### config.mk
export PLATFORM = sky130hd
export DESIGN_NAME = bbox_iterator_fsm
export DESIGN_NICKNAME = d
export VERILOG_FILES = /design/src/verilog/raster_pkg.sv /design/src/verilog/bbox_iterator_fsm.sv
export VERILOG_INCLUDE_DIRS = /design/src /design/src/verilog
export SDC_FILE = /design/constraint.sdc
export NUM_CORES = 1
export LEC_CHECK = 0
export ABC_AREA = 0
export BUFFER_PORTS_ARGS = -buffer_cell sky130_fd_sc_hd__buf_4
export CORE_UTILIZATION = 30
export DETAILED_ROUTE_END_ITERATION = 7
export HOLD_SLACK_MARGIN = 0.03
export PLACE_DENSITY = 0.6
export SYNTH_ARGS = -nofsm -noshare
export SYNTH_HDL_FRONTEND = slang
export SYNTH_SLANG_ARGS = --single-unit
### constraint.sdc
create_clock -name clk -period 5.96 [get_ports clk]
set_input_delay 0.894 -clock clk [delete_from_list [all_inputs] [get_ports clk]]
set_output_delay 0.894 -clock clk [all_outputs]
set_load 0.02 [all_outputs]
### src/verilog/raster_settings.svh
// ------------------------------------------------
// Global widths and fixed-point layout for the raster
// iterator. Every file that includes this shares them.
// Change the values only before a full recompile.
// ------------------------------------------------
`ifndef RAST_SETTINGS_SVH
`define RAST_SETTINGS_SVH

// Bits in a position or colour word
`define RAST_SIGFIG 24
// Fraction bits of a signed position
`define RAST_RADIX 10
// Vertices per triangle
`define RAST_VERTS 3
// Coordinates per vertex in x, y, z order
`define RAST_AXIS 3
// Colour channels
`define RAST_COLORS 3
// Shift from a one-hot mode onto a pitch
// Mode 4'b1000 then lands on bit RADIX, one full pixel
`define RAST_STEP_SHIFT (`RAST_RADIX - 3)
`endif
### src/verilog/raster_pkg.sv
// ------------------------------------------------
// Shared types for the raster sample iterator
// Widths follow raster_settings.svh
// Positions are two's complement fixed point
// ------------------------------------------------
`include "raster_settings.svh"

package raster_pkg;

    // Signed fixed point word
    // Upper bits hold the integer part
    // Lowest RAST_RADIX bits hold the fraction
    // Used for vertices, box corners and samples
    typedef logic signed [`RAST_SIGFIG-1:0] fixed_t;

    // One unsigned colour channel
    typedef logic [`RAST_SIGFIG-1:0] color_t;

    // One-hot multisample mode
    // 4'b1000 is 1x with one pixel pitch
    // 4'b0100 is 4x with half a pixel pitch
    // 4'b0010 is 16x with a quarter pixel pitch
    // 4'b0001 is 64x with an eighth of a pixel pitch
    typedef logic [3:0] sub_sample_t;

    // Iterator states
    // Wait accepts a new box
    // Test walks the held box
    typedef enum logic {
        ITER_WAIT,
        ITER_TEST
    } iter_state_t;

endpackage

### src/verilog/bbox_iterator_fsm.sv
// ------------------------------------------------
// Bounding box walk controller
// Outputs are registered one cycle after their cause
// Inputs are ignored while a box is being walked
// No downstream stall so one sample issues per cycle
// halt_n comes out of reset high
// ------------------------------------------------
`timescale 1ns/1ps

module bbox_iterator_fsm (
    input  logic               clk,
    input  logic               rst,
    // New box strobe from upstream
    input  logic               tri_valid,
    // Incoming box corners
    input  raster_pkg::fixed_t box_min_x,
    input  raster_pkg::fixed_t box_min_y,
    input  raster_pkg::fixed_t box_max_x,
    input  raster_pkg::fixed_t box_max_y,
    // Move chosen by the stepper
    input  raster_pkg::fixed_t step_x,
    input  raster_pkg::fixed_t step_y,
    input  logic               box_done,
    // Current sample position
    output raster_pkg::fixed_t sample_x,
    output raster_pkg::fixed_t sample_y,
    // Stored box for the stepper
    output raster_pkg::fixed_t held_min_x,
    output raster_pkg::fixed_t held_max_x,
    output raster_pkg::fixed_t held_max_y,
    // Sample strobe and upstream hold
    output logic               sample_valid,
    output logic               halt_n,
    // Load strobe for the triangle hold register
    output logic               accept
);

    // Current and next iterator state
    raster_pkg::iter_state_t state;
    raster_pkg::iter_state_t next_state;

    // Next values of the registered strobes
    logic next_valid;
    logic next_halt_n;

    // Advance the sample while the walk continues
    logic advance;

    // A box is taken only while waiting
    assign accept = (state == raster_pkg::ITER_WAIT) && tri_valid;

    assign advance = (state == raster_pkg::ITER_TEST) && !box_done;

    always_comb begin
        next_state  = state;
        next_valid  = sample_valid;
        next_halt_n = halt_n;

        case (state)
            raster_pkg::ITER_WAIT: begin
                if (tri_valid) begin
                    // First sample is the lower left corner
                    next_state  = raster_pkg::ITER_TEST;
                    next_valid  = 1'b1;
                    next_halt_n = 1'b0;
                end else begin
                    // Idle with the upstream free to move
                    next_valid  = 1'b0;
                    next_halt_n = 1'b1;
                end
            end

            raster_pkg::ITER_TEST: begin
                if (box_done) begin
                    // Top right reached so release the upstream
                    next_state  = raster_pkg::ITER_WAIT;
                    next_valid  = 1'b0;
                    next_halt_n = 1'b1;
                end else begin
                    next_valid  = 1'b1;
                    next_halt_n = 1'b0;
                end
            end

            default: begin
                next_state  = raster_pkg::ITER_WAIT;
                next_valid  = 1'b0;
                next_halt_n = 1'b1;
            end
        endcase
    end

    // Control registers
    always_ff @(posedge clk or posedge rst) begin
        if (rst) begin
            state        <= raster_pkg::ITER_WAIT;
            sample_valid <= 1'b0;
            halt_n       <= 1'b1;
        end else begin
            state        <= next_state;
            sample_valid <= next_valid;
            halt_n       <= next_halt_n;
        end
    end

    // Box corners stay fixed for the whole walk
    // Min y is only needed for the first sample
    always_ff @(posedge clk) begin
        if (accept) begin
            held_min_x <= box_min_x;
            held_max_x <= box_max_x;
            held_max_y <= box_max_y;
        end
    end

    // Sample position
    always_ff @(posedge clk) begin
        if (accept) begin
            sample_x <= box_min_x;
            sample_y <= box_min_y;
        end else if (advance) begin
            sample_x <= step_x;
            sample_y <= step_y;
        end
    end

endmodule

==> After elaboration in Yosys (flattened, before gate mapping) <==
Index checks and enable logic that the tools add are counted.
{ "totals": {"ff_bits": 122, "inputBits": 148, "out_inout_bits": 123, "word_cells": 22} }
{ "op_classes": {"mux": 10, "bitwise": 1, "n_reduce_logical": 4} }
{ "op_table": {"columns": ["cell", "n"], "rows": [
  ["24-bit two-way mux", 4],
  ["1-bit two-way mux", 4],
  ["1-bit one-hot mux with 2 select lines", 2],
  ["1-bit logical AND", 2],
  ["2-bit nonzero test", 1],
  ["1-bit zero test", 1],
  ["1-bit NOT", 1]
]} }

==> Logic depth before layout (Yosys ltp) <==
Gate-level depths: netlist of run 1.
{ "depth": {"word_depth": 4, "ltp_mapped": 4} }

==> Worst setup path after synthesis of run 1 <==
Ideal clock, no wire load.
{ "synth_timing": {"kind": "input-to-reg", "startpoint": "input box_done", "endpoint": "register sample_x[0] (enable)", "arrival_ps": 4341, "required_time_ps": 5438, "path_slack_ps": 1097, "stages": 1, "path_cell_list": "o21ai_0"} }
{ "synth_between": {"elab_chain_len": 3} }
{ "synth_lines": {"columns": ["item", "line", "rtl"], "rows": [
  ["start: declaration", "bbox_iterator_fsm.sv:23", "input logic box_done,"],
  ["1-bit zero test", "bbox_iterator_fsm.sv:52", "assign advance = (state == raster_pkg::ITER_TEST) && !box_done;"],
  ["1-bit logical AND", "bbox_iterator_fsm.sv:52", null],
  ["2-bit nonzero test (no source line)", null, null],
  ["end signal: assignment", "bbox_iterator_fsm.sv:119", "sample_x <= box_min_x;"],
  ["end signal: assignment", "bbox_iterator_fsm.sv:122", "sample_x <= step_x;"],
  ["end: declaration", "bbox_iterator_fsm.sv:25", "output raster_pkg::fixed_t sample_x,"]
]} }
Every way passes these cells.
A chain may end at the register's enable or synchronous reset.

==> Worst setup path in the final report of run 1 <==
{ "layout_timing": {"startpoint": "input tri_valid", "endpoint": "output accept"} }
{ "layout_between": {"elab_chain_len": 1} }
{ "layout_lines": {"columns": ["item", "line", "rtl"], "rows": [
  ["start: declaration", "bbox_iterator_fsm.sv:14", "input logic tri_valid,"],
  ["1-bit logical AND", "bbox_iterator_fsm.sv:50", "assign accept = (state == raster_pkg::ITER_WAIT) && tri_valid;"],
  ["end: declaration", "bbox_iterator_fsm.sv:35", "output logic accept"]
]} }
Every way passes these cells.

==> run metrics, run 1 <==
status=finished, final reports clean; largest net degree at the start of global routing=73; post-synth cell types=11; n_diodes=0; area leader, netlist=edfxtp_1; die width=about 120 µm; Arr. time, crit path=1830 ps; register area share after synthesis=0.810; Iter 0 DRT Violations=~110; post_cts resized=0; Setup-failing EPs final=0; main flop type after synthesis=edfxtp_1; Clock Path Buffers=2; yosys synthesis warning count=0; Sink Count=between 100 and 150; vias in the first global route=between 2000 and 3000; WP data required=5070 ps; IO Count=around 270; RSZ-0062 raised after global routing=false; Commonest cells post-synth=120 x edfxtp_1, 47 x mux2_4, 4 x buf_12; Met1 Wirelength=between 3000 and 4000 µm; worst path cell trace=buf_4 > nand2b_4 > clkinv_2 > buf_4; Lkg Pwr=around 3.2 nW; largest family of logic cells by synthesized area=multiplexers; Yosys top cell area share=0.799; initial antenna violation count=0; Slew Limit Headroom=0.382; Worst-Margin Slew=between 900 and 1000 ps; placed insts=~630; Fillers=1270; CTS tree=yes; Crit path top cell by count=buf_4; routed wl met2=~5400 µm; startpoint types=primary input; reg-to-reg startpoint=state; Reg clk slew, reported paths=about 50 ps; Final period util=0.457; syn avg cell area=24.8 µm²; drt first pass iters=4; max_cap viols=0; Seq cells post-synth=between 100 and 150; synthesized area=4510 µm²; Residual DRC=0; global-route wire length before repair=approximately 16000 µm; CORE AREA=14600 µm²; crit path from=tri_valid; Final GP Congestion=roughly 0.72; grt total ovfl=0; Synth Area in XOR/XNOR=0; Final Skew=4.20 ps; Post-synth EDFFs=120; Vias/cell=4.21; wire length on met3=1320 µm; min-delay worst type=primary input to asynchronous set/reset pin; Worst Setup End Kind=primary output; Post-Route WL=roughly 11000 µm; slowest stage cell, crit path=nand2b_4; most frequent cell after synthesis=edfxtp_1; Setup WS pre-CTS=3230 ps; Area growth, synth to finish=62.0%; setup tns final=0 ps; Rows=44; highest routed layer=met4; Max IR drop VDD=between 0.00015 and 0.0002 V; Nets=slightly above 600; clk_lat worst skew=~400 ps; simple-gate share of the synthesized area=0.00305; Final WS setup=approximately 3200 ps; Max Slew Vio Count=0; final hold violations=0; syn nets=between 300 and 400; hold_buf cts=0; dpl hpwl=slightly above 8000 µm; WL per Instance=about 16 µm; multiplexer share of the synthesized area=0.159; FMAX=367 MHz; PwrDens=348 nW/µm²; DIE AREA=about 16000 µm²; largest cells by area after synthesis=edfxtp_1 80%, mux2_4 16%, buf_12 1.8%, dfstp_2 0.58%, dfrtp_1 0.55%; Root Buffer=clkbuf_16; layout cells sized above 1=0.736; critical path class=primary input to primary output; remaining antenna violation count=0; critical path peak fanout=32; GRT Total Usage=0.141; htree depth=4; ys async rst share=0.0164; cells after synthesis=182; Post-Layout Cell Count=around 670; Num CTS Buffers=17; setup slack, reg-to-reg=roughly 3800 ps; area share of fa/ha/maj cells after synthesis=0; Final Hold Slack=around 340 ps; Die H=between 100 and 150 µm; Register Area=roughly 3700 µm²; footprint of the multi-input gates=754 µm²; total number of vias=2800; Initial Util=0.309; # Post-CTS Setup Buffers=0; complex-gate fraction of the synthesized area=0.00277; largest stage delay on the critical path=460 ps; PortBufs=270; min Tclk post-route=2720 ps
sequential cells by signal (all words and copies together), names as in the netlist:
register	flops
halt_n	1
held_max_x	24
held_max_y	24
held_min_x	24
sample_x	24
sample_y	24
state	1
worst max-delay path: cells and delay by family:
kind | cells | cell delay [ps]
buf+inv | 3 | 450
simple gates | 1 | 460
power by group:
group          switching (mW)  total (mW)  internal, mW
clock                   0.357        1.05         0.693
sequential             0.0243        1.07          1.05
combinational           0.212       0.422         0.210
total                   0.593        2.55          1.95
cells in the final DEF, fill, tap and decap left out, types with 2 or more instances in the layout:
cell        Yosys  routed
clkinv_1        0       2
clkinvlp_4      0       3
edfxtp_1      120     120
bufinv_16       0       4
mux2_4         47      47
clkbuf_16       0      17
clkinv_2        0       5
inv_1           3       2
buf_4           0     273
path summary, 6_finish.rpt:
kind,to,cells past startpoint
min in group clk,halt_n,2
setup reg to reg,held_min_x[13],3
setup / recovery,accept,4
hold / removal,state,2
max in group asynchronous,halt_n,2
hold reg to reg,halt_n,2
per-stage QoR:
step | total power, mW | instance area [µm²] | utilization
global route | 2.64 | 7310 | 0.501
finish | 2.55 | 7310 | 0.501
CTS | 2.59 | 7310 | 0.501
global placement | 1.51 | 6700 | 0.459
detailed placement | 1.52 | 6700 | 0.459
floorplan | 1.32 | 4510 | -
metal layers:
metal,vias to the layer above,GRT usage
li1,1298,-
met1,1309,0.154
met2,179,0.230
met3,14,0.0692
met4,0,0.0659
met5,-,0
layout make-up:
| cell class | count | area share |
|---|---|---|
| multi-input combinational | 51 | 0.103 |
| clock inverter | 14 | 0.0245 |
| sequential | 122 | 0.500 |
| tap | 184 | 0.0315 |
| timing repair buffer | 273 | 0.280 |
| clock buffer | 18 | 0.0587 |
| inverter | 3 | 0.00171 |
cell families after synthesis:
logic type      after synthesis
mux                          48
buf+inv                       9
flops                       122
compound gates                2
simple gates                  1
Note: power is estimated with default switching activity, not from simulation.
==> run 2, diff against run 1 <==
--- a/config.mk
+++ b/config.mk
@@ -11,7 +11,7 @@
 export CORE_UTILIZATION = 30
 export DETAILED_ROUTE_END_ITERATION = 7
 export HOLD_SLACK_MARGIN = 0.03
-export PLACE_DENSITY = 0.6
+export PLACE_DENSITY = 0.62
 export SYNTH_ARGS = -nofsm -noshare
 export SYNTH_HDL_FRONTEND = slang
 export SYNTH_SLANG_ARGS = --single-unit
==> constraint.sdc (replaced) <==
create_clock -name clk -period 2.2 [get_ports clk]
set_input_delay 0.33 -clock clk [delete_from_list [all_inputs] [get_ports clk]]
set_output_delay 0.33 -clock clk [all_outputs]
set_load 0.02 [all_outputs]
==> run metrics, run 2 (synthesis results as in run 1) <==
Root Buffer=clkbuf_16; critical path peak fanout=14 (-56%); setup tns final=0 ps (unchanged); grt total ovfl=0 (unchanged); PwrDens=945 nW/µm² (+170%); most common cell after layout, fill and taps aside=buf_4; Post-Route WL=11000 µm (+1.1%); clk_lat worst skew=410 ps (about the same); Max IR drop VDD=0.000432 V (+150%); Die H=125 µm (unchanged); status=finished, final reports clean; IO Count=271 (unchanged); Initial Util=0.309 (unchanged); critical path class=register to primary output; wire length on met3=1390 µm (+5.7%); min-delay worst type=primary input to register; drt first pass iters=4 (unchanged); highest routed layer=met4; Worst-Margin Slew=629 ps (-297 ps); Slew Limit Headroom=0.581 (+0.198); largest net degree at the start of global routing=49 (-33%); worst hold path depth=1; vias in the first global route=3005 (+1.9%); PortBufs=270 (unchanged); Reg clk slew, reported paths=60 ps (about the same); Lkg Pwr=3.25 nW (+0.94%); worst hold start=box_max_y[10]; DIE AREA=15500 µm² (unchanged); FMAX=between 500 and 600 MHz; n_diodes=0 (unchanged); Residual DRC=0 (unchanged); Fillers=1233 (-2.9%); Worst Setup End Kind=primary output; remaining antenna violation count=0 (unchanged); die width=125 µm (unchanged); min Tclk post-route=around 1800 ps; Final Skew=7.18 ps (+2.98 ps); htree depth=4 (unchanged); initial antenna violation count=0 (unchanged); layout cells sized above 1=0.745 (+0.00889); Final WS setup=395 ps (-2840 ps); WL per Instance=16.4 µm (+0.33%); CTS tree=yes; Area growth, synth to finish=63.6%; max_cap viols=0 (unchanged); Met1 Wirelength=4050 µm (+3.6%); crit path from=state; FF-to-FF path depth=3 (unchanged); Vias/cell=4.26 (+1.2%); global-route wire length before repair=16400 µm (+1.0%); final hold violations=0 (unchanged); CORE AREA=14600 µm² (unchanged); Final period util=0.820; RSZ-0062 raised after global routing=false; Rows=44 (unchanged); Iter 0 DRT Violations=128 (+22%); routed wl met2=5360 µm (-1.6%); Final Util=0.506 (+0.00489); dpl hpwl=8250 µm (+0.59%); Max Slew Vio Count=0 (unchanged); Final GP Congestion=0.756 (+4.4%); Arr. time, crit path=1470 ps (-360 ps); GRT Total Usage=0.143 (+0.00151); Setup WS pre-CTS=353 ps (-2880 ps); total number of vias=2854 (+1.9%); WP data required=1870 ps (-3200 ps); total power=6.97 mW (+170%); most frequent cells in the layout=276 x buf_4, 120 x edfxtp_1, 47 x mux2_4; startpoint types=register; Num CTS Buffers=17 (unchanged); Clock Path Buffers=2 (unchanged); Setup-failing EPs final=0 (unchanged); reg-to-reg startpoint=state; Nets=621 (+0.81%); Sink Count=122 (unchanged)
## run 2: worst paths after layout
kind	slack, ps	to
worst min-delay path	100	held_max_y[10]
worst min register to register	640	halt_n
worst max register to register	410	sample_x[20]
worst max-delay path	400	accept
max in group asynchronous	1640	halt_n
min in group asynchronous	350	state
## run 2: cell type report
type / instances / area (µm²) / share of cell area
repair buffers: 278 / 2100 / 0.285
flip-flops and latches: 122 / 3660 / 0.495
clock buffers: 17 / 425 / 0.0576
multi-input cells: 51 / 754 / 0.102
well taps: 184 / 230 / 0.0312
inverters: 3 / 15.0 / 0.00203
clock inverters: 15 / 198 / 0.0268
## run 2: report_power, final
part	total [mW]	internal, mW	switching, mW	leakage (nW)
clock network	2.90	1.89	1.00	0.299
logic	1.17	0.583	0.583	1.78
registers	2.91	2.84	0.0635	1.17
## run 2: per-layer routing
layer / GRT usage / up-vias
li1: - / 1310
met4: 0.0539 / 0
met2: 0.229 / 199
met3: 0.0756 / 15
met1: 0.160 / 1330
met5: 0 / -
## run 2: stage by stage
step	cell area (µm²)	std cells	hold slack [ps]
floorplan	4530	182	70.6
global placement	6740	636	204
detailed placement	6740	636	207
CTS	7380	670	75.7
global route	7380	670	66.4
finish	7380	670	96.6
## run 2: critical path, cell delays in order (launching register included)
cell        delay (ps)
dfrtp_2            370
nand2b_4           320
clkinvlp_4         180
buf_4              180
## run 2: timing repair
action | in CTS | in global routing
resized for setup | 0 | 0
setup endpoints to repair | 1 | 0
hold buffers | 1 | 0
endpoints found under the hold margin | 2 | 0
buffers inserted | 1 | 0
